===== config.mk =====
export PLATFORM = sky130hd
export DESIGN_NAME = slotTimer
export DESIGN_NICKNAME = d
export VERILOG_FILES = /design/src/hw/vfdPkg.sv /design/src/hw/slotTimer.sv
export SDC_FILE = /design/constraint.sdc
export NUM_CORES = 1
export LEC_CHECK = 0
export ABC_AREA = 0
export BUFFER_PORTS_ARGS = -buffer_cell sky130_fd_sc_hd__buf_4
export CAP_MARGIN = 25
export CORE_MARGIN = 2
export CORE_UTILIZATION = 50
export DETAILED_ROUTE_END_ITERATION = 8
export GPL_ROUTABILITY_DRIVEN = 1
export PLACE_DENSITY_LB_ADDON = 0.1
export SKIP_CTS_REPAIR_TIMING = 1
export SYNTH_ARGS = -nofsm -noshare
export SYNTH_HDL_FRONTEND = slang
export SYNTH_SLANG_ARGS = --single-unit

===== constraint.sdc =====
create_clock -name CLK -period 2.45 [get_ports CLK]
set_input_delay 0.49 -clock CLK [delete_from_list [all_inputs] [get_ports CLK]]
set_output_delay 0.49 -clock CLK [all_outputs]
set_load 0.02 [all_outputs]

===== src/hw/vfdPkg.sv =====
// ============================
// VFD scan controller package
// Display geometry, slot timing marks,
// GCP pulse table and shared types
// ============================

package vfdPkg;

	// ============================
	// Shared types
	// ============================
	typedef logic [11:0] gramAddrT; // Graphic RAM byte address
	typedef logic [7:0]  gramByteT; // Two gray pixels, 00uuulll
	typedef logic [2:0]  grayT;     // One pixel, 8 levels
	typedef logic [5:0]  gridT;     // Grid number 1..52
	typedef logic [8:0]  bitIdxT;   // Serial bit within a slot
	typedef logic [9:0]  slotCntT;  // Cycle within a slot

	// Display geometry
	localparam int GridCount = 52;
	localparam int RowCount  = 39;
	localparam int RowBytes  = 77;
	localparam int GramBytes = RowCount * RowBytes; // 3003
	localparam int PixelBits = RowCount * 6;        // 234 pixel bits
	localparam int SlotBits  = 288;                 // Pixels then 54 grid bits

	// Slot timing in CLK cycles
	localparam int SlotCycles = 1024;
	localparam int BlkEnd     = 5;  // blk high 0..4
	localparam int LatStart   = 1;  // lat high 1..3
	localparam int LatEnd     = 4;
	localparam int ShiftStart = 124;
	localparam int ShiftEnd   = ShiftStart + 2 * SlotBits; // Two cycles per bit

	// Gradient control pulse table, in bit times
	localparam int GcpWidth = 3;
	localparam int GcpCount = 6;
	localparam int GcpStarts [GcpCount] = '{72, 144, 192, 216, 240, 256};

	// Slot phases
	typedef enum logic [2:0] {
		SeqBlank,  // blk only
		SeqLatch,  // blk and lat
		SeqSettle, // Grid driver settling
		SeqShift,  // 288 bits out
		SeqRest    // Idle to slot end
	} seqStateT;

endpackage


===== src/hw/slotTimer.sv =====
// ============================
// Slot timer
// Cycle count over the slot, bit index
// and serial phase while shifting
// ============================
`timescale 1ns/1ps

module slotTimer (
	input  logic            CLK,
	input  logic            arstN,
	input  logic            shiftEn,
	output vfdPkg::slotCntT slotCnt,
	output vfdPkg::bitIdxT  bitIdx,
	output logic            bitPhase
);
	import vfdPkg::*;

	always_ff @(posedge CLK or negedge arstN) begin
		if (!arstN) begin
			slotCnt  <= slotCntT'(SlotCycles - 1); // Wraps to 0 on first edge
			bitIdx   <= '0;
			bitPhase <= 1'b0;
		end else begin
			slotCnt <= (slotCnt == slotCntT'(SlotCycles - 1)) ? '0 : slotCnt + slotCntT'(1);
			if (shiftEn) begin
				bitPhase <= ~bitPhase; // Half-rate toggle, also the serial clock
				if (bitPhase)
					bitIdx <= (bitIdx == bitIdxT'(SlotBits - 1)) ? '0 : bitIdx + bitIdxT'(1);
			end else begin
				bitIdx   <= '0;
				bitPhase <= 1'b0;
			end
		end
	end

	// Bit 287 is the last one, the index never wraps while shifting goes on
	aBitRange: assert property (@(posedge CLK) disable iff (!arstN)
		shiftEn && bitPhase && bitIdx == bitIdxT'(SlotBits - 1) |=> !shiftEn);

	// Sequencer drops shiftEn exactly after phase 1 of the last bit
	aShiftEnd: assert property (@(posedge CLK) disable iff (!arstN)
		$fell(shiftEn) |-> $past(bitPhase) && $past(bitIdx) == bitIdxT'(SlotBits - 1));

endmodule


## Yosys cells after proc, flatten, opt, wreduce, memory -nomap -nowiden

Index checks and enable logic that the tools add are counted.

| storage, ports and cells | value |
|---|---|
| bits of input ports | 3 |
| register bits after elaboration | 20 |
| output and inout port bits | 20 |

| operators by class | value |
|---|---|
| $add $sub $neg | 2 |
| multiplexer cells | 5 |
| equal/unequal tests | 3 |
| bitwise logic cells | 1 |

Operators with widths:

| kind | number |
|---|---|
| two-way mux 9 bit | 3 |
| adder 10 x 1 -> 10 bit, second input constant | 1 |
| == test 10 bit, second input constant | 1 |
| two-way mux 10 bit | 1 |
| adder 9 x 1 -> 9 bit, second input constant | 1 |
| == test 9 bit, second input constant | 1 |
| inequality test 2 x 1 -> 1 bit, second input constant | 1 |
| two-way mux 1 bit | 1 |
| NOT 1 bit | 1 |

## Logic depth before layout (Yosys ltp)

Gate-level depths: netlist (run 1).

| logic depth | value |
|---|---|
| depth in word-level cells | 4 |
| gate-level depth with buffers | 4 |
| mapped depth without buffers | 4 |

## Worst setup path before layout (run 1)

OpenSTA, ideal clock, no wires.

| path | value |
|---|---|
| path kind | reg2reg |
| from | reg slotCnt[0] |
| to | reg slotCnt[3] |
| arrival | 1.497 ns |
| cell stages (with the launch flop) | 5 |
| clock period less this slack | 1.597 ns |
| path slack | 0.853 ns |
| cell sequence | dfstp_2 -> ha_1 -> inv_1 -> nor4_1 -> nor2_1 |

| between the ends | value |
|---|---|
| cells in the longest elaborated chain, start to end | 2 |
| elaborated cells on any way between the ends | 3 |

Ends and longest elaborated chain:

| item | RTL line | source |
|---|---|---|
| from (decl) | slotTimer.sv:12 | `output vfdPkg::slotCntT slotCnt,` |
| from (signal assigned) | slotTimer.sv:20 | `slotCnt <= slotCntT'(SlotCycles - 1);` |
| from (signal assigned) | slotTimer.sv:24 | `slotCnt <= (slotCnt == slotCntT'(SlotCycles - 1)) ? '0 : slotCnt + slotCntT'(1);` |
| adder 10 x 1 -> 10 bit / == test 10 bit (equally long branches) | slotTimer.sv:24 |  |
| two-way mux 10 bit (*) | slotTimer.sv:24 |  |

Every way passes the cells marked *; elsewhere a longest branch is shown, timed or not.
A chain may end at the register's enable or synchronous reset.

## Worst setup path in the final report (run 1)

Ends and elaborated chain as after synthesis.

==> metrics.yaml, run 1 <==
unrepaired_setup_endpoints_after_global_routing: "no"
slowest_delay_ns: 0.70
die_x_um: 48.52
dp_hpwl_mm: 1.283
track_usage_pct: 16.49
layout-area-overhead-vs-synth_pct: 22.35
max-clock-path-buffers: 2
fin_skew_ns: 0.01140
report.final.slew_viol_count: 0
dominantRegCellSynth: "sky130_fd_sc_hd__dfstp_2"
postSynthNetCount: 97
weighted_congestion_at_the_end_of_routability_driven_global_placement: 0.7735
timing.critical_path.required_ns: 2.66
cts_max_level: 1
synthArstFlopShare_pct: 100.0
maxSlewHeadroom_pct: 47.25
drt_pass1_iterations: 4
multi_input_area_um2: 455.4
initial_utilization_pct: 51.56
timing.final.setup_violations: 0
first_global_vias: 683
total_drc_errors_in_the_routed_layout: 0
dr.first_iter.drc_count: 10
timing.critical_path.to_type: "register"
type_of_the_worst_setup_path: "register to register"
fp-row-count: 16
post-route-util_pct: 63.09
detailedPlace.worstSlack_ns: 0.7064
grt_max_degree: 21
p_leak_nw: 0.4872
synth-seq-area-share_pct: 51.77
antenna_found_initial: 0
holdWs_ns: 0.03660
filler_cell_count: 170
clock-root-buffer: "sky130_fd_sc_hd__clkbuf_4"
setup_ws_ns: 0.6843
post_place_cells: 140
yosys_warnings: 0
clk_pin_slew_worst_paths_ns: 0.12
slowest_stage: "sky130_fd_sc_hd__nor4_1"
worstHoldPathType: "primary input to asynchronous set/reset pin"
max_cap_viol_count: 0
path_max_fanout: 5
core_area_um2: 1922
area_taken_by_flip_flops_and_latches_um2: 513.0
cp_data_arrival_time_ns: 1.97
fin_tns_setup_ns: 0
synth_enable_flop_cells: 0
antennaDiodeCount: 0
synthDominantAreaCellType: "sky130_fd_sc_hd__dfstp_2"
synth_area_leaders: "sky130_fd_sc_hd__dfstp_2 (27%), sky130_fd_sc_hd__dfrtp_1 (25%), sky130_fd_sc_hd__xnor2_1 (4.4%), sky130_fd_sc_hd__nand2_1 (3.8%), sky130_fd_sc_hd__o31ai_1 (3.0%)"
grt.overflow.total: 0
layout.cells.most_common_list: "sky130_fd_sc_hd__buf_4 (22), sky130_fd_sc_hd__nand2_1 (10), sky130_fd_sc_hd__dfrtp_1 (10), sky130_fd_sc_hd__dfstp_2 (10)"
detailroute.via_count: 780
period_share_pct: 72.07
die_area_um2: 2354
numCtsBuffers: 3
num_io_pins: 23
detail_route.vias_per_cell: 5.417
first_pass_grt_wire_length_mm: 3.036
tritoncts: "done"
die-height_um: 48.52
synth_seq_cells: 20
crit_path_start_kind: "register"
powerDensity_nw_per_um2: 443.0
clock_sink_count: 20
netlist_area_um2: 991.0
avgSynthCellArea_um2: 10.77
finish.net_count: 123
fmax_mhz: 566.4
clock_latency_ns: 0.30
final_layout_size_suffix_gt1_share_pct: 35.90
worstRegToRegCells: 4
synth.lib_cells_used.distinct: 33
final_antenna_net_count: 0
tightest_slew_ns: 0.7840
irDropWorstVdd_v: 0.0003414
finish.cell_count_without_fillers: 144
wl_per_cell_um: 12.59
run_status: "finished clean"
syn_inst: 92
endpoints_failing_hold: 0
io_port_bufs: 22
synth_top_area_share_pct: 26.52
mostFrequentLayoutCell: "sky130_fd_sc_hd__buf_4"
post-route-min-period_ns: 1.766
critical_path.cell_chain: "ha_1 > inv_1 > nor4_1 > nor2_1"
wirelength_mm: 1.813
-- metrics by stage --
step / power (W) / instance area, um^2
finish: 0.0005371 / 1212
global route: 0.0005639 / 1212
CTS: 0.0005467 / 1212
detailed placement: 0.0003783 / 1186
global placement: 0.0003775 / 1186
floorplan: 0.0003605 / 991.0
-- synth_stat cells, types with 3 or more instances --
cell type	instances
sky130_fd_sc_hd__nand2_1	10
sky130_fd_sc_hd__nand3_1	3
sky130_fd_sc_hd__inv_1	5
sky130_fd_sc_hd__a21oi_1	5
sky130_fd_sc_hd__o31ai_1	4
sky130_fd_sc_hd__or4_1	3
sky130_fd_sc_hd__xnor2_1	5
sky130_fd_sc_hd__dfstp_2	10
sky130_fd_sc_hd__nand4_1	3
sky130_fd_sc_hd__dfrtp_1	10
-- logic make-up (layout without fill, tap and decap cells) --
logic type | Yosys count | in the layout | synth area share, %
AOI/OAI and AO/OA | 18 | 18 | 13.38
xor gates and xnor gates | 7 | 7 | 6.187
adders and majority gates | 2 | 2 | 2.525
buffers and inverters | 6 | 31 | 2.273
DFF | 20 | 20 | 51.77
muxes | 1 | 1 | 1.010
and+or+nand+nor | 38 | 38 | 22.85
-- power breakdown --
| group | internal (W) | switching, W | total [W] |
|---|---|---|---|
| clock network | 0.0000635 | 0.000102 | 0.000165 |
| registers | 0.000335 | 0.00000563 | 0.000340 |
| logic | 0.0000120 | 0.0000198 | 0.0000319 |
-- metal layers --
metal  global-route usage, %  part of all wire, %
met1                   24.69                   53
met2                   23.38                   43
met3                   2.778                  3.1
met4                   7.619                  1.2
met5                       0                    0
-- layout make-up --
class / count / share of cell area, %
inverter: 5 / 1.548
clock buffer: 4 / 2.167
multi-input combinational: 66 / 37.56
sequential: 20 / 42.31
timing repair buffer: 22 / 13.62
tap: 27 / 2.786
-- state kept, by name (all words and copies together) (netlist names) --
register  flops
bitIdx        9
bitPhase      1
slotCnt      10
-- path summary, 6_finish.rpt --
check	to	slack, ns	from
worst max-delay path	slotCnt[3]$_DFF_PN1_	0.68	slotCnt[0]$_DFF_PN1_
worst min-delay path	bitIdx[2]$_DFFE_PN0N_	0.04	arstN
worst max register to register	slotCnt[3]$_DFF_PN1_	0.68	slotCnt[0]$_DFF_PN1_
worst min register to register	slotCnt[8]$_DFF_PN1_	0.50	slotCnt[8]$_DFF_PN1_
max in group asynchronous	slotCnt[5]$_DFF_PN1_	2.14	arstN
min in group CLK	bitIdx[2]$_DFFE_PN0N_	0.49	shiftEn
-- critical path, delay by kind of cell (launching register included) --
| family | cells | cell delay (ns) |
|---|---|---|
| fa+ha+maj | 1 | 0.22 |
| flops | 1 | 0.58 |
| simple gates | 2 | 0.81 |
| buf+inv | 1 | 0.07 |
(Power assumes the default switching activity.)
==> inputs of run 2 (changes only) <==
--- a/config.mk
+++ b/config.mk
@@ -9,7 +9,7 @@
 export BUFFER_PORTS_ARGS = -buffer_cell sky130_fd_sc_hd__buf_4
 export CAP_MARGIN = 25
 export CORE_MARGIN = 2
-export CORE_UTILIZATION = 50
+export CORE_UTILIZATION = 46
 export DETAILED_ROUTE_END_ITERATION = 8
 export GPL_ROUTABILITY_DRIVEN = 1
 export PLACE_DENSITY_LB_ADDON = 0.1
==> constraint.sdc (replaced) <==
create_clock -name CLK -period 1.4 [get_ports CLK]
set_input_delay 0.28 -clock CLK [delete_from_list [all_inputs] [get_ports CLK]]
set_output_delay 0.28 -clock CLK [all_outputs]
set_load 0.02 [all_outputs]
==> run 2 against run 1 <==
Effect of this change: first-iteration DRC count grew 40%; setup slack got worse by 0.76 ns; final cell count rose by 15%; clock skew down 0.0023 ns; the run now ends with setup timing left; sequential cell count stayed put; sequential share of layout area is 8.2 points lower; critical path depth unchanged; global-route usage increased by 2.8 points; sequential power up 75%; non-clock buffer count increased by 22; maximum frequency increased by 20%.
==> metrics.yaml, run 2 (same netlist as run 1, synthesis figures left out) <==
run_status: "complete, but fails checks"
failed_checks: "setup timing"
first_pass_grt_wire_length_mm: 3.746  # +23%
powerDensity_nw_per_um2: 654.3  # +48%
drt_pass1_iterations: 4  # unchanged
max-clock-path-buffers: 2  # unchanged
final_antenna_net_count: 0  # unchanged
layout_top_registers: "slotCnt x10, bitIdx x9, bitPhase x1"
cp_data_arrival_time_ns: 1.70  # -0.27 ns
largest_register_ff_count: 10  # unchanged
maxSlewHeadroom_pct: 76.46  # +29 points
r2r_setup_slack_ns: -0.08  # -0.76 ns
final_layout_size_suffix_gt1_share_pct: 58.27  # +22 points
slowest_stage: "sky130_fd_sc_hd__dfstp_2"
number_of_buffer_and_inverter_instances_along_the_worst_setup_path: 1  # unchanged
timing.final.setup_violations: 7  # +7
timing.critical_path.to_type: "register"
die-height_um: 50.42  # +3.9%
post_route_design_area_um2: 1528  # +26%
min_from: "shiftEn"
worstHoldPathType: "primary input to register"
grt.overflow.total: 0  # unchanged
detailroute.via_count: 925  # +19%
tritoncts: "done"
dp_hpwl_mm: 1.697  # +32%
layout-area-overhead-vs-synth_pct: 54.17
crit_path_start: "slotCnt[6]$_DFF_PN1_"
antenna_found_initial: 0  # unchanged
wirelength_mm: 2.350  # +30%
clock-root-buffer: "sky130_fd_sc_hd__clkbuf_4"
fmax_mhz: 677.4  # +20%
detail_route.vias_per_cell: 5.572  # +2.9%
max_cap_viol_count: 0  # unchanged
layout.cells.most_common_list: "sky130_fd_sc_hd__buf_4 (35), sky130_fd_sc_hd__dfstp_2 (10), sky130_fd_sc_hd__nand2_1 (9)"
critical_path.cell_chain: "nand4_1 > buf_4 > nor4_4 > a21oi_1"
regMostFlops: "slotCnt"
antennaDiodeCount: 0  # unchanged
crit_path_start_kind: "register"
mostFrequentLayoutCell: "sky130_fd_sc_hd__buf_4"
path_max_fanout: 5  # unchanged
setup_ws_ns: -0.07628  # -0.7606 ns
clk_pin_slew_worst_paths_ns: 0.11  # about the same
num_io_pins: 23  # unchanged
type_of_the_worst_setup_path: "register to register"
finish.net_count: 145  # +18%
post-route-util_pct: 76.31  # +13 points
initial_utilization_pct: 49.50  # -2.1 points
cp_top_family: "flip-flops"
die_x_um: 50.42  # +3.9%
postPlaceCellArea_um2: 1373  # +16%
clock_latency_ns: 0.30  # about the same
irDropWorstVdd_v: 0.0005446  # +60%
io_port_bufs: 22  # unchanged
endpoints_failing_hold: 0  # unchanged
fin_skew_ns: 0.009067  # -0.002328 ns
timing.critical_path.required_ns: 1.63  # -1.03 ns
period_share_pct: 105.4  # +33 points
unrepaired_setup_endpoints_after_global_routing: "yes"
post_place_cells: 156  # +11%
total_drc_errors_in_the_routed_layout: 0  # unchanged
holdWs_ns: 0.3051  # +0.2685 ns
clock_sink_count: 20  # unchanged
wl_per_cell_um: 14.16  # +12%
first_global_vias: 824  # +21%
weighted_congestion_at_the_end_of_routability_driven_global_placement: 0.8049  # +4.1%
report.final.slew_viol_count: 0  # unchanged
post-route-min-period_ns: 1.476  # -0.2894 ns
die_area_um2: 2542  # +8.0%
grt_max_degree: 21  # unchanged
r2r_start: "slotCnt[6]$_DFF_PN1_"
numCtsBuffers: 3  # unchanged
track_usage_pct: 19.33  # +2.8 points
finish.cell_count_without_fillers: 166  # +15%
slowest_delay_ns: 0.58  # -0.12 ns
tightest_slew_ns: 0.3505  # -0.4335 ns
cts_max_level: 1  # unchanged
fp-row-count: 16  # unchanged
p_leak_nw: 0.6347  # +30%
core_area_um2: 2002  # +4.2%
dr.first_iter.drc_count: 14  # +4
==> run 2: changes by cell type in the layout (fill, tap and decap cells not counted), sizes merged <==
cell	change
buf	+21
dlygate4sd3	+1
==> run 2: cell type report <==
cell class,count,area (um^2)
timing repair buffer,44,362.8
sequential,20,521.8
fill,145,474.2
clock buffer,4,36.28
multi-input combinational,66,554.3
inverter,5,18.77
tap,27,33.78
==> run 2: final timing paths <==
| path | to | cells after the start |
|---|---|---|
| min | bitPhase$_DFF_PN0_ | 2 |
| min reg2reg | slotCnt[8]$_DFF_PN1_ | 1 |
| max in group asynchronous | slotCnt[1]$_DFF_PN1_ | 2 |
| max reg2reg | slotCnt[7]$_DFF_PN1_ | 4 |
| min in group asynchronous | bitIdx[3]$_DFFE_PN0N_ | 2 |
| max | slotCnt[7]$_DFF_PN1_ | 4 |
==> run 2: layer usage <==
metal	vias up	share of wire, %	global-route usage (%)
met5	-	0	0
met4	0	0.51	5.405
met3	2	4.2	3.571
met2	23	50	31.14
met1	456	45	26.63
li1	444	-	-
==> run 2: power by group <==
part	switching, W	leakage [nW]	total [W]	internal, W
sequential	0.00000953	0.230	0.000596	0.000586
clock	0.000174	0.0210	0.000333	0.000159
combinational	0.0000410	0.384	0.0000711	0.0000301
==> run 2: through the flow <==
stage          power [W]   TNS, ns  worst slack, ns
6_report       0.0009997   -0.4195         -0.07628
5_1_grt         0.001042   -0.7985          -0.1292
4_1_cts         0.001012   -0.2375         -0.04588
3_5_place_dp   0.0006738  -0.05729         -0.02170
3_3_place_gp   0.0006717         0          0.02150
2_1_floorplan  0.0006360  -0.01603         -0.01603
==> inputs of run 3 (changes only) <==
--- a/config.mk
+++ b/config.mk
@@ -13,6 +13,7 @@
 export DETAILED_ROUTE_END_ITERATION = 8
 export GPL_ROUTABILITY_DRIVEN = 1
 export PLACE_DENSITY_LB_ADDON = 0.1
+export RECOVER_POWER = 25
 export SKIP_CTS_REPAIR_TIMING = 1
 export SYNTH_ARGS = -nofsm -noshare
 export SYNTH_HDL_FRONTEND = slang
==> run 3 against run 2 <==
Effect of this change: largest cell class unchanged; largest power group unchanged; final cell count stayed put; total power is 0.10% lower; utilization is 0.13 points lower; the run still ends with setup timing left.
==> metrics.yaml, run 3 (same netlist as run 1, synthesis figures left out) <==
run_status: "complete, but fails checks"
failed_checks: "setup timing"
dr.first_iter.drc_count: 14  # unchanged
regToRegEndpoint: "slotCnt[7]$_DFF_PN1_"
crit_path_start: "slotCnt[6]$_DFF_PN1_"
fin_skew_ns: 0.009067  # unchanged
layout-area-overhead-vs-synth_pct: 53.91
type_of_the_worst_setup_path: "register to register"
antenna_found_initial: 0  # unchanged
r2r_setup_slack_ns: -0.08  # about the same
layout_top_registers: "slotCnt x10, bitIdx x9, bitPhase x1"
detailroute.via_count: 924  # -0.11%
io_port_bufs: 22  # unchanged
timing.critical_path.required_ns: 1.63  # about the same
power.switching_w: 0.0002247  # about the same
detail_route.vias_per_cell: 5.566  # -0.11%
critical_path.cell_chain: "nand4_1 > buf_4 > nor4_4 > a21oi_1"
p_leak_nw: 0.6340  # -0.10%
fmax_mhz: 677.4  # about the same
clk_pin_slew_worst_paths_ns: 0.11  # about the same
die_x_um: 50.42  # unchanged
pwr-share-clk_pct: 33.3  # about the same
worstHoldPathType: "primary input to register"
first_global_vias: 824  # unchanged
final_layout_size_suffix_gt1_share_pct: 58.27  # unchanged
tightest_slew_ns: 0.4928  # +0.1423 ns
period_share_pct: 105.4  # about the same
endpoints_failing_hold: 0  # unchanged
min_from: "shiftEn"
cts_max_level: 1  # unchanged
r2r_start: "slotCnt[6]$_DFF_PN1_"
filler_cell_count: 145  # unchanged
area_taken_by_flip_flops_and_latches_um2: 521.8  # unchanged
maxSlewHeadroom_pct: 67.14  # -9.3 points
finish.net_count: 145  # unchanged
setup_ws_ns: -0.07621  # +0.00007790 ns
cp_data_arrival_time_ns: 1.70  # about the same
post-route-min-period_ns: 1.476  # -0.00007790 ns
die_area_um2: 2542  # unchanged
mostFrequentLayoutCell: "sky130_fd_sc_hd__buf_4"
wl_per_cell_um: 14.11  # -0.30%
clock_sink_count: 20  # unchanged
critical_path.endpoint: "slotCnt[7]$_DFF_PN1_"
timing.critical_path.to_type: "register"
wirelength_mm: 2.343  # -0.30%
fp-row-count: 16  # unchanged
multi_input_area_um2: 554.3  # unchanged
antennaDiodeCount: 0  # unchanged
max_cap_viol_count: 0  # unchanged
numCtsBuffers: 3  # unchanged
max-clock-path-buffers: 2  # unchanged
largest_register_ff_count: 10  # unchanged
report.power.total_w: 0.0009986  # -0.10%
layout.cells.most_common_list: "sky130_fd_sc_hd__buf_4 (34), sky130_fd_sc_hd__dfstp_2 (10), sky130_fd_sc_hd__nand2_1 (9)"
total_drc_errors_in_the_routed_layout: 0  # unchanged
die-height_um: 50.42  # unchanged
num_io_pins: 23  # unchanged
irDropWorstVdd_v: 0.0005444  # about the same
power.combinational.fraction_pct: 7.0  # about the same
grt_max_degree: 21  # unchanged
path_max_fanout: 5  # unchanged
slowest_stage: "sky130_fd_sc_hd__dfstp_2"
clock-root-buffer: "sky130_fd_sc_hd__clkbuf_4"
intPower_w: 0.0007740  # -0.12%
dp_hpwl_mm: 1.697  # unchanged
grt.overflow.total: 0  # unchanged
powerDensity_nw_per_um2: 654.8  # about the same
timing.final.setup_violations: 7  # unchanged
unrepaired_setup_endpoints_after_global_routing: "yes"
weighted_congestion_at_the_end_of_routability_driven_global_placement: 0.8049  # unchanged
tritoncts: "done"
power.share.switching_pct: 22.50  # about the same
regMostFlops: "slotCnt"
core_area_um2: 2002  # unchanged
clock_latency_ns: 0.30  # about the same
initial_utilization_pct: 49.50  # unchanged
first_pass_grt_wire_length_mm: 3.746  # unchanged
drt_pass1_iterations: 4  # unchanged
report.final.slew_viol_count: 0  # unchanged
final_antenna_net_count: 0  # unchanged
slowest_delay_ns: 0.58  # about the same
finish.cell_count_without_fillers: 166  # unchanged
worstRegToRegCells: 4  # unchanged
crit_path_start_kind: "register"
p_seq_share_pct: 59.7  # about the same
post_place_cells: 156  # unchanged
track_usage_pct: 19.33  # unchanged
## run 3: cell types whose count changed in the layout (fill, tap and decap cells not counted)
cell                       before  now
sky130_fd_sc_hd__buf_4         35   34
sky130_fd_sc_hd__clkbuf_2       0    1
## run 3: power by group through the flow
| stage | sequential [W] | combinational [W] | clock [W] |
|---|---|---|---|
| floorplan | 0.000614 | 0.0000216 | 0 |
| global placement | 0.000605 | 0.0000669 | 0 |
| detailed placement | 0.000606 | 0.0000681 | 0 |
| CTS | 0.000596 | 0.0000685 | 0.000348 |
| global route | 0.000597 | 0.0000780 | 0.000366 |
| finish | 0.000596 | 0.0000701 | 0.000333 |
## run 3: cell type report
| cell class | instances | share of cell area (%) |
|---|---|---|
| clock buffer | 4 | 2.379 |
| multi-input combinational | 66 | 36.34 |
| tap | 27 | 2.215 |
| sequential | 20 | 34.21 |
| inverter | 5 | 1.231 |
| timing repair buffer | 44 | 23.63 |
## run 3: metrics by stage
step	hold WS, ns	cell area, um^2	utilization [%]	setup TNS (ns)	setup slack, ns
final	0.3051	1525	76.19	-0.4192	-0.07621
after global routing	0.3065	1525	76.19	-0.7985	-0.1292
after CTS	-0.1701	1409	70.38	-0.2375	-0.04588
after detailed placement	0.1720	1373	68.56	-0.05729	-0.02170
after global placement	0.1727	1373	68.56	0	0.02150
after floorplan	-0.01559	1057	-	-0.01603	-0.01603
## run 3: critical path: cells and delay by family, from the launching register on
kind                   cells  cell delay (ns)
DFF                        1             0.58
and+or+nand+nor            2             0.55
buffers and inverters      1             0.19
AOI/OAI and AO/OA          1             0.09
## run 3: routing by layer
layer / part of all wire (%) / vias to the layer above / wire length, um / global-route usage (%)
met5: 0 / - / 0 / 0
met4: 0.51 / 0 / 12 / 5.405
met3: 4.2 / 2 / 99 / 3.571
met2: 50 / 23 / 1170 / 31.14
met1: 45 / 454 / 1061 / 26.63
li1: - / 445 / - / -
## run 3: worst min path at each step
| stage | cells after the start | end | slack [ns] |
|---|---|---|---|
| 6_report | 2 | bitPhase$_DFF_PN0_ | 0.31 |
| 5_1_grt | 2 | bitPhase$_DFF_PN0_ | 0.31 |
| 4_1_cts | 1 | bitIdx[2]$_DFFE_PN0N_ | -0.17 |
| 3_5_place_dp | 1 | bitIdx[2]$_DFFE_PN0N_ | 0.17 |
| 3_3_place_gp | 1 | bitIdx[8]$_DFFE_PN0N_ | 0.17 |
| 2_1_floorplan | 0 | bitIdx[0]$_DFFE_PN0N_ | -0.02 |
