===== src/hw/vfdPkg.sv =====
// ============================
// VFD scan controller package
// Display geometry, slot timing marks,
// GCP pulse table and shared types
// ============================

package vfdPkg;

	// ============================
	// Shared types
	// ============================
	typedef logic [11:0] gramAddrT; // Graphic RAM byte address
	typedef logic [7:0]  gramByteT; // Two gray pixels, 00uuulll
	typedef logic [2:0]  grayT;     // One pixel, 8 levels
	typedef logic [5:0]  gridT;     // Grid number 1..52
	typedef logic [8:0]  bitIdxT;   // Serial bit within a slot
	typedef logic [9:0]  slotCntT;  // Cycle within a slot

	// Display geometry
	localparam int GridCount = 52;
	localparam int RowCount  = 39;
	localparam int RowBytes  = 77;
	localparam int GramBytes = RowCount * RowBytes; // 3003
	localparam int PixelBits = RowCount * 6;        // 234 pixel bits
	localparam int SlotBits  = 288;                 // Pixels then 54 grid bits

	// Slot timing in CLK cycles
	localparam int SlotCycles = 1024;
	localparam int BlkEnd     = 5;  // blk high 0..4
	localparam int LatStart   = 1;  // lat high 1..3
	localparam int LatEnd     = 4;
	localparam int ShiftStart = 124;
	localparam int ShiftEnd   = ShiftStart + 2 * SlotBits; // Two cycles per bit

	// Gradient control pulse table, in bit times
	localparam int GcpWidth = 3;
	localparam int GcpCount = 6;
	localparam int GcpStarts [GcpCount] = '{72, 144, 192, 216, 240, 256};

	// Slot phases
	typedef enum logic [2:0] {
		SeqBlank,  // blk only
		SeqLatch,  // blk and lat
		SeqSettle, // Grid driver settling
		SeqShift,  // 288 bits out
		SeqRest    // Idle to slot end
	} seqStateT;

endpackage


===== src/hw/scanSequencer.sv =====
// ============================
// Scan sequencer
// Per-slot FSM and current grid number
// ============================
`timescale 1ns/1ps

module scanSequencer (
	input  logic            CLK,
	input  logic            arstN,
	input  vfdPkg::slotCntT slotCnt,
	output logic            blk,
	output logic            lat,
	output logic            shiftEn,
	output vfdPkg::gridT    grid
);
	import vfdPkg::*;

	seqStateT state;
	seqStateT stateNext;
	logic     slotLast; // Final cycle, next one is cycle 0

	assign slotLast = (slotCnt == slotCntT'(SlotCycles - 1));

	// Transitions fire one cycle early so state lines up with slotCnt
	always_comb begin
		stateNext = state;
		case (state)
			SeqBlank: begin
				if (slotCnt == slotCntT'(LatStart - 1))
					stateNext = SeqLatch;
				else if (slotCnt == slotCntT'(BlkEnd - 1))
					stateNext = SeqSettle; // Back from latch, blank ends
			end
			SeqLatch:  if (slotCnt == slotCntT'(LatEnd - 1)) stateNext = SeqBlank;
			SeqSettle: if (slotCnt == slotCntT'(ShiftStart - 1)) stateNext = SeqShift;
			SeqShift:  if (slotCnt == slotCntT'(ShiftEnd - 1)) stateNext = SeqRest;
			default:   if (slotLast) stateNext = SeqBlank;
		endcase
	end

	// Reset parks in rest at the last cycle, so slot 0 starts right after release
	always_ff @(posedge CLK or negedge arstN) begin
		if (!arstN) begin
			state <= SeqRest;
			grid  <= gridT'(GridCount); // Steps to grid 1 on the first wrap
		end else begin
			state <= stateNext;
			if (slotLast)
				grid <= (grid == gridT'(GridCount)) ? gridT'(1) : grid + gridT'(1);
		end
	end

	assign blk     = (state == SeqBlank) || (state == SeqLatch);
	assign lat     = (state == SeqLatch);
	assign shiftEn = (state == SeqShift);

	// Latch pulse sits inside the blank window, on its own cycle marks
	aLatInBlk: assert property (@(posedge CLK) disable iff (!arstN)
		lat |-> blk && slotCnt >= slotCntT'(LatStart) && slotCnt < slotCntT'(LatEnd));

endmodule


===== config.mk =====
export PLATFORM = sky130hd
export DESIGN_NAME = scanSequencer
export DESIGN_NICKNAME = d
export VERILOG_FILES = /design/src/hw/vfdPkg.sv /design/src/hw/scanSequencer.sv
export SDC_FILE = /design/constraint.sdc
export NUM_CORES = 1
export LEC_CHECK = 0
export BUFFER_PORTS_ARGS = -buffer_cell sky130_fd_sc_hd__buf_2
export CORE_MARGIN = 3
export CORE_UTILIZATION = 40
export CTS_BUF_LIST = sky130_fd_sc_hd__clkbuf_4
export DETAILED_ROUTE_END_ITERATION = 6
export PLACE_DENSITY = 0.68
export SETUP_SLACK_MARGIN = 0.3
export SLEW_MARGIN = 10
export SYNTH_ARGS = -nofsm -noshare
export SYNTH_HDL_FRONTEND = slang
export SYNTH_SLANG_ARGS = --single-unit

===== constraint.sdc =====
create_clock -name CLK -period 2.05 [get_ports CLK]
set_clock_uncertainty 0.05 [all_clocks]
set_input_delay 0 -clock CLK [delete_from_list [all_inputs] [get_ports CLK]]
set_output_delay 0 -clock CLK [all_outputs]
set_load 0.05 [all_outputs]

* After elaboration in Yosys (flattened, before gate mapping)
Cells that the tools add are included.
W data, S select, Z words.
** Operators by class
- $add $sub $neg :: 1
- Multiply operators :: 0
- Divide/modulo/power cells :: 0
- Order comparisons :: 0
- Equal/unequal tests :: 13
- Shift-type cells :: 0
- Multiplexer cells :: 8
- Bitwise operators :: 0
- Reductions and logical operators :: 5
** Operators by type and width (count)
- $eq A10 B10 Y1 const B :: 2
- $mux W3 :: 6
- $pmux W3 S4 :: 1
- $eq A10 B2 Y1 const B :: 1
- $eq A10 B3 Y1 const B :: 1
- $eq A10 B7 Y1 const B :: 1
- $logic_not A10 Y1 :: 1
- $add A6 B1 Y6 const B :: 1
- $eq A3 B2 Y1 const B :: 2
- $eq A6 B6 Y1 const B :: 1
- $mux W6 :: 1
- $reduce_and A5 Y1 :: 1
- $reduce_bool A5 Y1 :: 1
- $ne A2 B1 Y1 const B :: 2
- $eq A3 B1 Y1 const B :: 1
- $logic_not A3 Y1 :: 1
- $ne A3 B3 Y1 const B :: 1
- $ne A2 B2 Y1 const B :: 1
- $logic_or A1 B1 Y1 :: 1
** Storage, ports and cells
- Bits in registers :: 9
- Latch bits :: 0
- Memory bits (writable) :: 0
- ROM bits :: 0
- Input bits :: 12
- Output and inout bits :: 9
- Word-level logic and storage cells :: 29
- Memories :: 0

* Depth between registers and ports, before layout
Gate-level depths: netlist (run 1).
- Depth after elaboration :: 4
- Gate-level depth with buffers :: 6
- Gate-level depth less buffers :: 6

* Worst setup path after synthesis (run 1)
Ideal clock, no wire load.
- Kind :: reg-to-reg
- Start :: register grid[0]
- End :: register grid[3]
- Library setup time :: 0.067 ns
- Arrival time :: 1.863 ns
- Data required time :: 1.933 ns
- Setup slack :: 0.070 ns
- Cell stages (with the launch flop) :: 7
- Buffers on the path :: 0
- Period minus slack after synthesis :: 1.980 ns
- Cells stage by stage :: dfrtp_1 -> inv_1 -> ha_1 -> and4b_1 -> and2_1 -> or4_1 -> nand2_1
** Between the ends
- Cells in the longest elaborated chain, start to end :: 2
- Elaborated cells on any way between the ends :: 3
- Those cells by class :: add/sub (1); eq/ne (1); mux (1)
** Ends and longest elaborated chain
- start: declaration :: RTL line scanSequencer.sv:14 : output vfdPkg::gridT grid
- start signal: assignment :: RTL line scanSequencer.sv:45 : grid <= gridT'(GridCount);
- start signal: assignment :: RTL line scanSequencer.sv:49 : grid <= (grid == gridT'(GridCount)) ? gridT'(1) : grid + gridT'(1);
- $add A6 B1 Y6 or $eq A6 B6 Y1 (tied branches) :: RTL line scanSequencer.sv:49
- $mux W6 * :: RTL line scanSequencer.sv:49
Mark *: on every way between the ends. The rest lies on a longest branch, timed or not.
A chain may end at the register's enable or synchronous reset.

* Final worst setup path (run 1)
- Start :: register state[0]
- End :: register state[0]
** Between the ends
- Cells in the longest elaborated chain, start to end :: 3
- Elaborated cells on any way between the ends :: 11
- Those cells by class :: eq/ne (7); mux (1); reduce/logical (3)
** Ends and longest elaborated chain
- start: declaration :: RTL line scanSequencer.sv:18 : seqStateT state;
- start signal: assignment :: RTL line scanSequencer.sv:44 : state <= SeqRest;
- start signal: assignment :: RTL line scanSequencer.sv:47 : state <= stateNext;
- $eq A3 B1 Y1, or another cell as far along :: RTL line scanSequencer.sv:27 : case (state)
- $reduce_bool A5 Y1 (no source line), or another cell as far along
- $reduce_and A5 Y1 (no source line)
Parallel ways exist; a longest one is shown, timed or not.

==> results by group, run 1 <==
Clocking
  • Worst-Skew Late Latency: 0.27 ns
  • Clock transition at path regs: 0.06 ns
  • H-tree levels: 1
  • Clock Tree Root: clkbuf_4
  • CTS Buf Count: 3
  • Clk buf depth: 2
  • CTS tree: done
  • Sink Count: 9

Cells and area
  • Multi-input gate area: 394.1 um^2
  • Final nets: 111
  • Final Instance Area: 828.3 um^2
  • Area grow syn2layout: 30.57%
  • Fillers: 137
  • Antenna diode count: 0
  • Storage cell area: 234.0 um^2
  • Layout cell share with drive strength beyond 1: 42.71%

Hold path
  • Worst hold path type: input pin to asynchronous set/reset pin

GRT
  • Overall Global Routing Usage: 18.20%
  • Wire length of the first global-routing pass: 2711 um
  • Vias in the first global route: 613
  • Largest net degree at the start of global routing: 15
  • Grt ovf: 0
  • Initial antenna violation count: 0

Detailed routing
  • Vias per inst: 5.802
  • Vias: 644
  • WL/cell: 13.86 um
  • Antenna viol nets, final: 0
  • DR pass1 iterations: 4
  • Post-Route WL: 1538 um
  • Initial DRC count: 20
  • DRC Markers: 0

Critical path
  • Reg-to-reg startpoint: state[0]$_DFFE_PN0P_
  • Depth of the most critical reg-to-reg path: 4
  • Maximum fanout along the worst path: 4
  • CP Launch Type: flop
  • Crit Reg-Reg Endpoint: state[0]$_DFFE_PN0P_
  • R2r setup slk: 0.33 ns
  • Arr. time, crit path: 1.82 ns
  • Crit path kind: flop to flop
  • CP Capture Type: flop
  • CP required: 2.15 ns

Logic synthesis
  • Number of flops mapped to enable cells by yosys: 0
  • Primary FF master, synth: dfrtp_1
  • Mux cell area share after synthesis: 1.775%
  • Syn_nets: 84
  • Synth Area per Inst: 9.062 um^2
  • Mapped Area: 634.4 um^2
  • Asr flop ratio synth: 100.0%
  • Mapped Cells: 70
  • Largest family of logic cells by synthesized area: simple AND/OR/NAND/NOR gates
  • Area share of fa/ha/maj cells after synthesis: 3.945%
  • Simple logic cell fraction of the synthesized area: 34.52%
  • Number of synthesized register bits: 9
  • Post-Synth XOR/XNOR Area: 0%
  • Seq/Total Area, Yosys: 36.29%
  • Yosys warns: 0
  • Compound-Gate Fraction of Synth Area: 18.74%
  • Distinct cells, synth: 36

Floorplan
  • Die width: 45.83 um
  • Starting Density: 45.35%
  • Row count: 13
  • IO Pins: 21
  • Die Area: 0.002100 mm^2
  • Total core area: 0.001399 mm^2
  • Die Span Y: 45.83 um

Placed design
  • I/O Buffers: 20
  • GPL Wtd Cong: 0.7803
  • Detailed-placement wirelength estimate: 1170 um
  • Post-DP Area: 759.5 um^2

Timing
  • Worst slew margin: 66.76%
  • Period utilization: 83.76%
  • Max Fclk: 0.5824 GHz
  • Min Tclk post-route: 1.717 ns
  • Slew Viols, Final: 0
  • Fin. Hold Viols: 0
  • Setup TNS: 0 ns
  • Final setup fails: 0
  • Slew @ Worst Pin: 0.4916 ns
  • RSZ-0062 raised after global routing: true

Power and ir drop
  • Power Dens Cells: 473.2 mW/mm^2
  • P_leak: 0.3775 nW
  • Worst IR Drop VDD: 336.5 uV

Run
  • Max_cap viols: 0

Status
  • Outcome: finished clean
==> metrics by stage <==
step / util [%] / worst slack [ns] / total power, W / std cells / hold slack [ns]
floorplan: - / 0.3008 / 0.0002107 / 70 / -0.3456
global placement: 54.29 / 0.3228 / 0.0002356 / 104 / -0.1889
detailed placement: 54.29 / 0.2876 / 0.0002372 / 104 / -0.1865
CTS: 57.25 / 0.3022 / 0.0003966 / 109 / 0.05452
global route: 59.21 / 0.2803 / 0.0004140 / 111 / 0.07527
finish: 59.21 / 0.3328 / 0.0003920 / 111 / 0.06283
==> cells in the mapped netlist (2+ instances only) <==
cell | count | area share (%)
a211o_1 | 2 | 2.8
nor2_1 | 2 | 1.2
dfrtp_1 | 5 | 20
o21ai_0 | 6 | 4.7
nand4_1 | 3 | 3.0
inv_1 | 5 | 3.0
ha_1 | 2 | 3.9
and2_1 | 2 | 2.0
a21oi_1 | 4 | 3.2
or3_1 | 3 | 3.0
nand3_1 | 3 | 2.4
and3_1 | 2 | 2.0
nand2_1 | 4 | 2.4
dfstp_2 | 4 | 17
nor4b_1 | 2 | 2.8
==> cell type report <==
type / count / area share (%)
sequential: 9 / 28.25
timing repair buffer: 24 / 16.01
inverter: 5 / 2.266
multi-input combinational: 54 / 47.58
tap: 15 / 2.266
clock buffer: 4 / 3.625
==> layout by cell type (no fill, tap or decap), drive strengths merged, types with 3 or more instances in the layout <==
master,Yosys,routed
a21oi,4,4
buf,1,23
clkbuf,1,4
dfrtp,5,5
dfstp,4,4
inv,5,5
nand2,4,4
nand3,3,3
nand4,3,3
o21ai,6,6
or3,3,3
or4,3,3
==> registers in the layout, indices dropped and copies added (netlist names) <==
signal  cells
grid        6
state       3
==> power by group <==
part / switching (W) / total [W] / internal [W]
logic: 0.0000283 / 0.0000488 / 0.0000205
registers: 0.00000530 / 0.000187 / 0.000182
clock network: 0.0000671 / 0.000156 / 0.0000886
==> repair_timing <==
item,CTS,global route
hold endpoints to repair,9,0
setup endpoints to repair,2,2
hold buffers,1,0
setup buffers,0,2
gates resized for setup,1,1
==> kinds of logic (layout without fill, tap and decap cells) <==
family / count (synthesis) / count (layout)
fa+ha+maj: 2 / 2
simple gates: 33 / 33
compound gates: 18 / 18
mux: 1 / 1
flops: 9 / 9
buf+inv: 7 / 33
==> layer usage <==
layer | vias up | global-route usage [%] | part of all wire (%)
li1 | 328 | - | -
met1 | 299 | 24.58 | 48
met2 | 15 | 25.91 | 46
met3 | 2 | 7.115 | 5.5
met4 | 0 | 6.818 | 0.65
met5 | - | 0 | 0
==> worst max-delay path, cell delays in order (launching register included) <==
cell       delay, ns
dfrtp_2         0.42
or3_1           0.36
a211o_1         0.31
o2bb2ai_1       0.15
a211o_1         0.31
==> how the worst max path moves through the flow <==
| stage | slack, ns | cells past startpoint | startpoint | end |
|---|---|---|---|---|
| after detailed placement | 0.29 | 4 | state[0]$_DFFE_PN0P_ | state[0]$_DFFE_PN0P_ |
| final | 0.33 | 4 | state[0]$_DFFE_PN0P_ | state[0]$_DFFE_PN0P_ |
| after floorplan | 0.30 | 6 | grid[0]$_DFFE_PN0P_ | grid[3]$_DFFE_PN0P_ |
| after CTS | 0.30 | 4 | state[0]$_DFFE_PN0P_ | state[0]$_DFFE_PN0P_ |
| after global placement | 0.32 | 4 | state[0]$_DFFE_PN0P_ | state[1]$_DFFE_PN0P_ |
| after global routing | 0.28 | 4 | state[0]$_DFFE_PN0P_ | state[0]$_DFFE_PN0P_ |
(Power assumes the default switching activity.)
==> inputs of run 2 (changes only) <==
Settings changed: ABC_AREA set to 1, PLACE_DENSITY 0.68 to 0.66.
Clock period 2.05 ns to 1.7 ns, I/O delays scaled along.
==> results by group, run 2 <==
Status
  • Outcome: finished clean

Cells and area
  • Largest register FFs: 6 (unchanged)
  • Core Util, Final: 59.75% (+0.54 points)
  • Multi-input gate area: 500.5 um^2 (+27%)
  • Commonest non-fill, non-tap cell in the layout: nand2_1
  • Antenna diode count: 0 (unchanged)
  • Storage cell area: 232.7 um^2 (-0.53%)
  • Final nets: 149 (+34%)
  • Fillers: 168 (+23%)
  • Top flop regs: grid (6), state (3)
  • Area grow syn2layout: 30.32%
  • Final Non-Filler Cells: 158 (+42%)
  • Most frequent cells in the layout: nand2_1 (23), buf_2 (19), inv_1 (12), nand3_1 (10), nor2_1 (9)
  • Top reg by flops: grid
  • Layout cell share with drive strength beyond 1: 41.79% (-0.92 points)

Timing
  • Fin. Hold Viols: 0 (unchanged)
  • Setup TNS: 0 ns (unchanged)
  • Max Fclk: 0.7510 GHz
  • Slew Viols, Final: 0 (unchanged)
  • RSZ-0062 raised after global routing: true
  • Final setup margin: 0.3685 ns (+0.03561 ns)
  • Period utilization: 78.33%
  • Slew @ Worst Pin: 0.2505 ns (-0.2412 ns)
  • Final setup fails: 0 (unchanged)
  • Worst slew margin: 83.42% (+17 points)
  • Min Tclk post-route: 1.332 ns

Placed design
  • GPL Wtd Cong: 0.7616 (-2.4%)
  • I/O Buffers: 20 (unchanged)
  • Detailed-placement wirelength estimate: 1312 um (+12%)
  • Worst slack, placed: 0.2889 ns (+0.001287 ns)
  • Post-placement cell count: 152 (+46%)

Logic synthesis
  • Distinct cells, synth: 26 (-28%)
  • Number of synthesized register bits: 9 (unchanged)
  • Syn_nets: 122 (+45%)
  • Top-count cell post-synth: nand2_1
  • Seq/Total Area, Yosys: 30.82% (-5.5 points)
  • Synth Area per Inst: 6.916 um^2 (-24%)
  • Synth top area share: 16.75% (-3.0 points)
  • Yosys warns: 0 (unchanged)
  • Mapped Cells: 108 (+54%)
  • Mapped Area: 747.0 um^2 (+18%)
  • Leading post-synthesis cells by cell area: dfrtp_1 (17%), dfstp_2 (14%), nand2_1 (14%)
  • Area leader, netlist: dfrtp_1
  • Primary FF master, synth: dfrtp_1
  • Number of flops mapped to enable cells by yosys: 0 (unchanged)
  • Top cells by count, synth: nand2_1 (27), inv_1 (14), nor2_1 (12), nand3_1 (10), dfrtp_1 (5)
  • Asr flop ratio synth: 100.0% (unchanged)

Clocking
  • Sink Count: 9 (unchanged)
  • CTS tree: done
  • CTS Buf Count: 3 (unchanged)
  • Worst-Skew Late Latency: 0.26 ns (about the same)
  • Clock Tree Root: clkbuf_4
  • Clk buf depth: 2 (unchanged)
  • H-tree levels: 1 (unchanged)
  • Clock transition at path regs: 0.06 ns (about the same)

Critical path
  • CP Capture Type: output port
  • Maximum fanout along the worst path: 4 (unchanged)
  • CP required: 1.65 ns (-0.50 ns)
  • CP peak stage delay: 0.40 ns (-0.02 ns)
  • Critical-path top delay cell: dfrtp_1
  • Arr. time, crit path: 1.28 ns (-0.54 ns)
  • CP cell instances: or2_4 -> a21oi_1 -> buf_4
  • CP Launch Type: flop
  • R2r setup slk: 0.37 ns (+0.04 ns)
  • Crit path kind: flop to output port

GRT
  • Largest net degree at the start of global routing: 10 (-5)
  • Wire length of the first global-routing pass: 2849 um (+5.1%)
  • Vias in the first global route: 666 (+8.6%)
  • Initial antenna violation count: 0 (unchanged)
  • Grt ovf: 0 (unchanged)
  • Overall Global Routing Usage: 14.71% (-3.5 points)

Floorplan
  • Row count: 14 (+1)
  • Die width: 49.22 um (+7.4%)
  • Starting Density: 45.85% (+0.50 points)
  • Total core area: 0.001629 mm^2 (+16%)
  • IO Pins: 21 (unchanged)
  • Die Span Y: 49.22 um (+7.4%)
  • Die Area: 0.002422 mm^2 (+15%)

Detailed routing
  • Initial DRC count: 9 (-55%)
  • Post-Route WL: 1550 um (+0.78%)
  • WL/cell: 9.810 um (-29%)
  • Vias per inst: 4.703 (-19%)
  • Vias: 743 (+15%)
  • Antenna viol nets, final: 0 (unchanged)
  • DRC Markers: 0 (unchanged)
  • DR pass1 iterations: 4 (unchanged)

Run
  • Max_cap viols: 0 (unchanged)

Power and ir drop
  • P_leak: 0.4737 nW (+25%)
  • Worst IR Drop VDD: 676.4 uV (+100%)
  • Power Dens Cells: 1166 mW/mm^2 (+150%)

Hold path
  • Worst hold path type: input pin to flop
-- run 2: changes by cell type after synthesis, moves of 4 or more --
| cell | delta |
|---|---|
| nand2_2 | +4 |
| nand2_1 | +23 |
| inv_1 | +9 |
| nor2_1 | +10 |
| nand3_1 | +7 |
-- run 2: worst paths after layout --
kind	start	endpoint	cells after the start
worst max-delay path	state[0]$_DFFE_PN0P_	blk	3
worst min-delay path	slotCnt[9]	grid[2]$_DFFE_PN1P_	3
worst max register to register	state[2]$_DFFE_PN1P_	state[1]$_DFFE_PN0P_	9
worst min register to register	grid[5]$_DFFE_PN1P_	grid[5]$_DFFE_PN1P_	2
max in group asynchronous	arstN	grid[4]$_DFFE_PN1P_	2
min in group asynchronous	arstN	grid[1]$_DFFE_PN0P_	2
-- run 2: cell families (layout without fill, tap and decap cells) --
kind of cell / count (synthesis) / count (layout) / synth area share, %
XOR/XNOR: 3 / 3 / 3.518
adder cells (fa/ha/maj): 2 / 2 / 3.350
buffers and inverters: 16 / 42 / 8.039
flip-flops: 9 / 9 / 30.82
AO/OA/AOI/OAI: 11 / 11 / 7.873
AND/OR/NAND/NOR: 67 / 67 / 46.40
-- run 2: metal layers --
metal  up-vias  track usage (%)  wire [um]
met3         0            4.587         64
met4         0            2.844          0
met1       337            20.15        741
li1        396                -          -
met2        10            22.54        744
met5         -                0          0
-- run 2: area by class of cell --
class	count	share of cell area, %
well taps	24	3.085
multi-input cells	83	51.41
flip-flops and latches	9	23.91
inverters	16	6.170
clock buffers	4	3.085
repair buffers	22	12.34
-- run 2: stage by stage --
stage | hold slack (ns) | instance area, um^2 | power [W]
after floorplan | -0.3456 | 764.5 | 0.0007511
after detailed placement | -0.1877 | 894.6 | 0.0008618
after global routing | 0.07243 | 973.4 | 0.001227
final | 0.06089 | 973.4 | 0.001135
after CTS | 0.05265 | 937.1 | 0.001055
after global placement | -0.1881 | 894.6 | 0.0008495
-- run 2: power by group --
group          internal (W)  switching, W  total, W  leakage, nW
Clock              0.000106     0.0000725  0.000179       0.0184
Sequential         0.000267     0.0000493  0.000317       0.0989
Combinational      0.000227      0.000413  0.000640        0.356
Total              0.000601      0.000534   0.00114        0.474
-- run 2: worst max-delay path: cells and delay by family (launching register included) --
family	cells	cell delay [ns]
DFF	1	0.40
and+or+nand+nor	1	0.28
buffers and inverters	1	0.21
AOI/OAI and AO/OA	1	0.13
-- run 2: timing repair --
action,4_1_cts,5_1_grt
resized for setup,1,12
hold endpoints to repair,9,0
hold buffers,1,0
setup buffers,0,1
setup endpoints to repair,2,4
pin swaps,0,6
==> inputs of run 3 (changes only) <==
Settings changed: PLACE_DENSITY 0.66 to 0.68.
Clock period 1.7 ns to 1.2 ns, I/O delays scaled along.
==> results by group, run 3 (synthesis results as in run 2) <==
Status
  • Outcome: finished with violations
  • Failing checks: setup timing

Timing
  • Slew @ Worst Pin: 0.2458 ns (-0.004618 ns)
  • Final setup margin: -0.2374 ns (-0.6059 ns)
  • Fin. Hold Viols: 0 (unchanged)
  • RSZ-0062 raised after global routing: true
  • Min Tclk post-route: 1.437 ns
  • Slew Viols, Final: 0 (unchanged)
  • Max Fclk: 0.6957 GHz
  • Period utilization: 119.8%
  • Worst slew margin: 83.44% (about the same)
  • Final setup fails: 12 (+12)

Power and ir drop
  • P_leak: 0.6384 nW (+35%)
  • Worst IR Drop VDD: 1168 uV (+73%)
  • Power Dens Cells: 1473 mW/mm^2 (+26%)

Floorplan
  • Die width: 49.22 um (unchanged)
  • Die Area: 0.002422 mm^2 (unchanged)
  • Starting Density: 45.85% (unchanged)
  • Die Span Y: 49.22 um (unchanged)
  • Total core area: 0.001629 mm^2 (unchanged)
  • IO Pins: 21 (unchanged)
  • Row count: 14 (unchanged)

Critical path
  • Crit. Startpoint: state[2]$_DFFE_PN1P_
  • CP Capture Type: flop
  • Maximum fanout along the worst path: 4 (unchanged)
  • R2r setup slk: -0.24 ns (-0.61 ns)
  • Arr. time, crit path: 1.54 ns (+0.26 ns)
  • CP Launch Type: flop
  • Crit Reg-Reg Endpoint: state[1]$_DFFE_PN0P_
  • CP required: 1.30 ns (-0.35 ns)
  • Worst Setup EP: state[1]$_DFFE_PN0P_
  • Reg-to-reg startpoint: state[2]$_DFFE_PN1P_
  • Depth of the most critical reg-to-reg path: 9 (unchanged)
  • Crit path kind: flop to flop

GRT
  • Grt ovf: 0 (unchanged)
  • Vias in the first global route: 883 (+33%)
  • Grt met2 use: 32.14% (+9.6 points)
  • GR peak layer: met2
  • Largest net degree at the start of global routing: 10 (unchanged)
  • Global Route met1 Usage: 22.76% (+2.6 points)
  • Wire length of the first global-routing pass: 3746 um (+31%)
  • GRT met3 Usage: 6.422% (+1.8 points)
  • Overall Global Routing Usage: 20.14% (+5.4 points)
  • Initial antenna violation count: 0 (unchanged)

Run
  • Max_cap viols: 0 (unchanged)

Placed design
  • Detailed-placement wirelength estimate: 1416 um (+7.9%)
  • Post-DP Area: 0.001031 mm^2 (+15%)
  • I/O Buffers: 20 (unchanged)
  • GPL Wtd Cong: 0.7908 (+3.8%)

Cells and area
  • Largest register FFs: 6 (unchanged)
  • Top flop regs: grid (6), state (3)
  • Final Instance Area: 0.001373 mm^2 (+41%)
  • Most frequent cells in the layout: nand2_1 (23), buf_4 (19), buf_2 (11)
  • Core Util, Final: 84.26% (+25 points)
  • Layout cell share with drive strength beyond 1: 60.62% (+19 points)
  • Antenna diode count: 0 (unchanged)
  • Top reg by flops: grid
  • Commonest non-fill, non-tap cell in the layout: nand2_1
  • Fillers: 106 (-37%)
  • Storage cell area: 237.7 um^2 (+2.2%)
  • Area grow syn2layout: 83.75%
  • Final nets: 175 (+17%)
  • Multi-input gate area: 576.8 um^2 (+15%)

Detailed routing
  • Post-Route WL: 2455 um (+58%)
  • DR pass1 iterations: 4 (unchanged)
  • WL/cell: 13.34 um (+36%)
  • Vias: 904 (+22%)
  • DRC Markers: 0 (unchanged)
  • Vias per inst: 4.913 (+4.5%)
  • Initial DRC count: 20 (+11)
  • Antenna viol nets, final: 0 (unchanged)

Clocking
  • Clk buf depth: 2 (unchanged)
  • CTS tree: done
  • Clock Tree Root: clkbuf_4
  • CTS Buf Count: 3 (unchanged)
  • Sink Count: 9 (unchanged)
  • Worst-Skew Late Latency: 0.27 ns (about the same)
  • Clock transition at path regs: 0.06 ns (about the same)
  • H-tree levels: 1 (unchanged)

Hold path
  • Worst hold path type: input pin to asynchronous set/reset pin
[run 3: cell types whose count changed in the layout (fill, tap and decap cells not counted), sizes merged]
cell and change:
buf +26
[run 3: report_power, final]
part	switching, W	internal (W)
clock network	0.000115	0.000151
logic	0.000735	0.000577
registers	0.0000652	0.000380
total	0.000915	0.00111
[run 3: critical path, stage by stage (launching register included)]
cell	delay, ns
dfstp_2	0.56
inv_2	0.05
nand2_4	0.08
nor2_4	0.05
o21ai_1	0.07
nand2_1	0.10
nor2_4	0.16
nand2_2	0.08
nand2_1	0.07
nand2_1	0.06
[run 3: worst min path at each step]
stage / startpoint / end / slack (ns) / cells past startpoint
finish: arstN / grid[0]$_DFFE_PN0P_ / 0.06 / 2
global route: arstN / grid[1]$_DFFE_PN0P_ / 0.07 / 2
CTS: arstN / grid[0]$_DFFE_PN0P_ / 0.07 / 2
detailed placement: arstN / state[0]$_DFFE_PN0P_ / -0.19 / 1
global placement: arstN / state[1]$_DFFE_PN0P_ / -0.19 / 1
floorplan: arstN / grid[0]$_DFFE_PN0P_ / -0.35 / 0
[run 3: area by class of cell]
cell class,instances,area share (%)
clock buffer,4,2.188
multi-input combinational,83,42.02
timing repair buffer,48,31.91
sequential,9,17.32
tap,24,2.188
inverter,16,4.376
[run 3: layer usage]
layer  vias to the layer above  wire (um)
met1                       418        968
met3                        12        108
met4                         0        104
met5                         -          0
li1                        448          -
met2                        26       1274
[run 3: through the flow]
step                      worst slack (ns)  total power [W]  TNS [ns]  instances  hold WS (ns)
final                              -0.2374         0.002022    -1.888        184       0.05879
after global routing               -0.3134         0.002149    -2.549        184       0.06786
after CTS                          -0.1715         0.001910   -0.9665        176       0.06664
after detailed placement           -0.1584         0.001444   -0.6321        161       -0.1926
after global placement             -0.1258         0.001423   -0.4525        161       -0.1924
after floorplan                    -0.1633         0.001127   -0.8917        108       -0.3456
[run 3: repair_timing]
item                                    CTS  global route
endpoints found under the setup margin   18            18
hold endpoints to repair                  9             0
hold buffers                              1             0
gates resized for setup                  36             8
pin swaps                                 5             3
setup buffers                            10             8
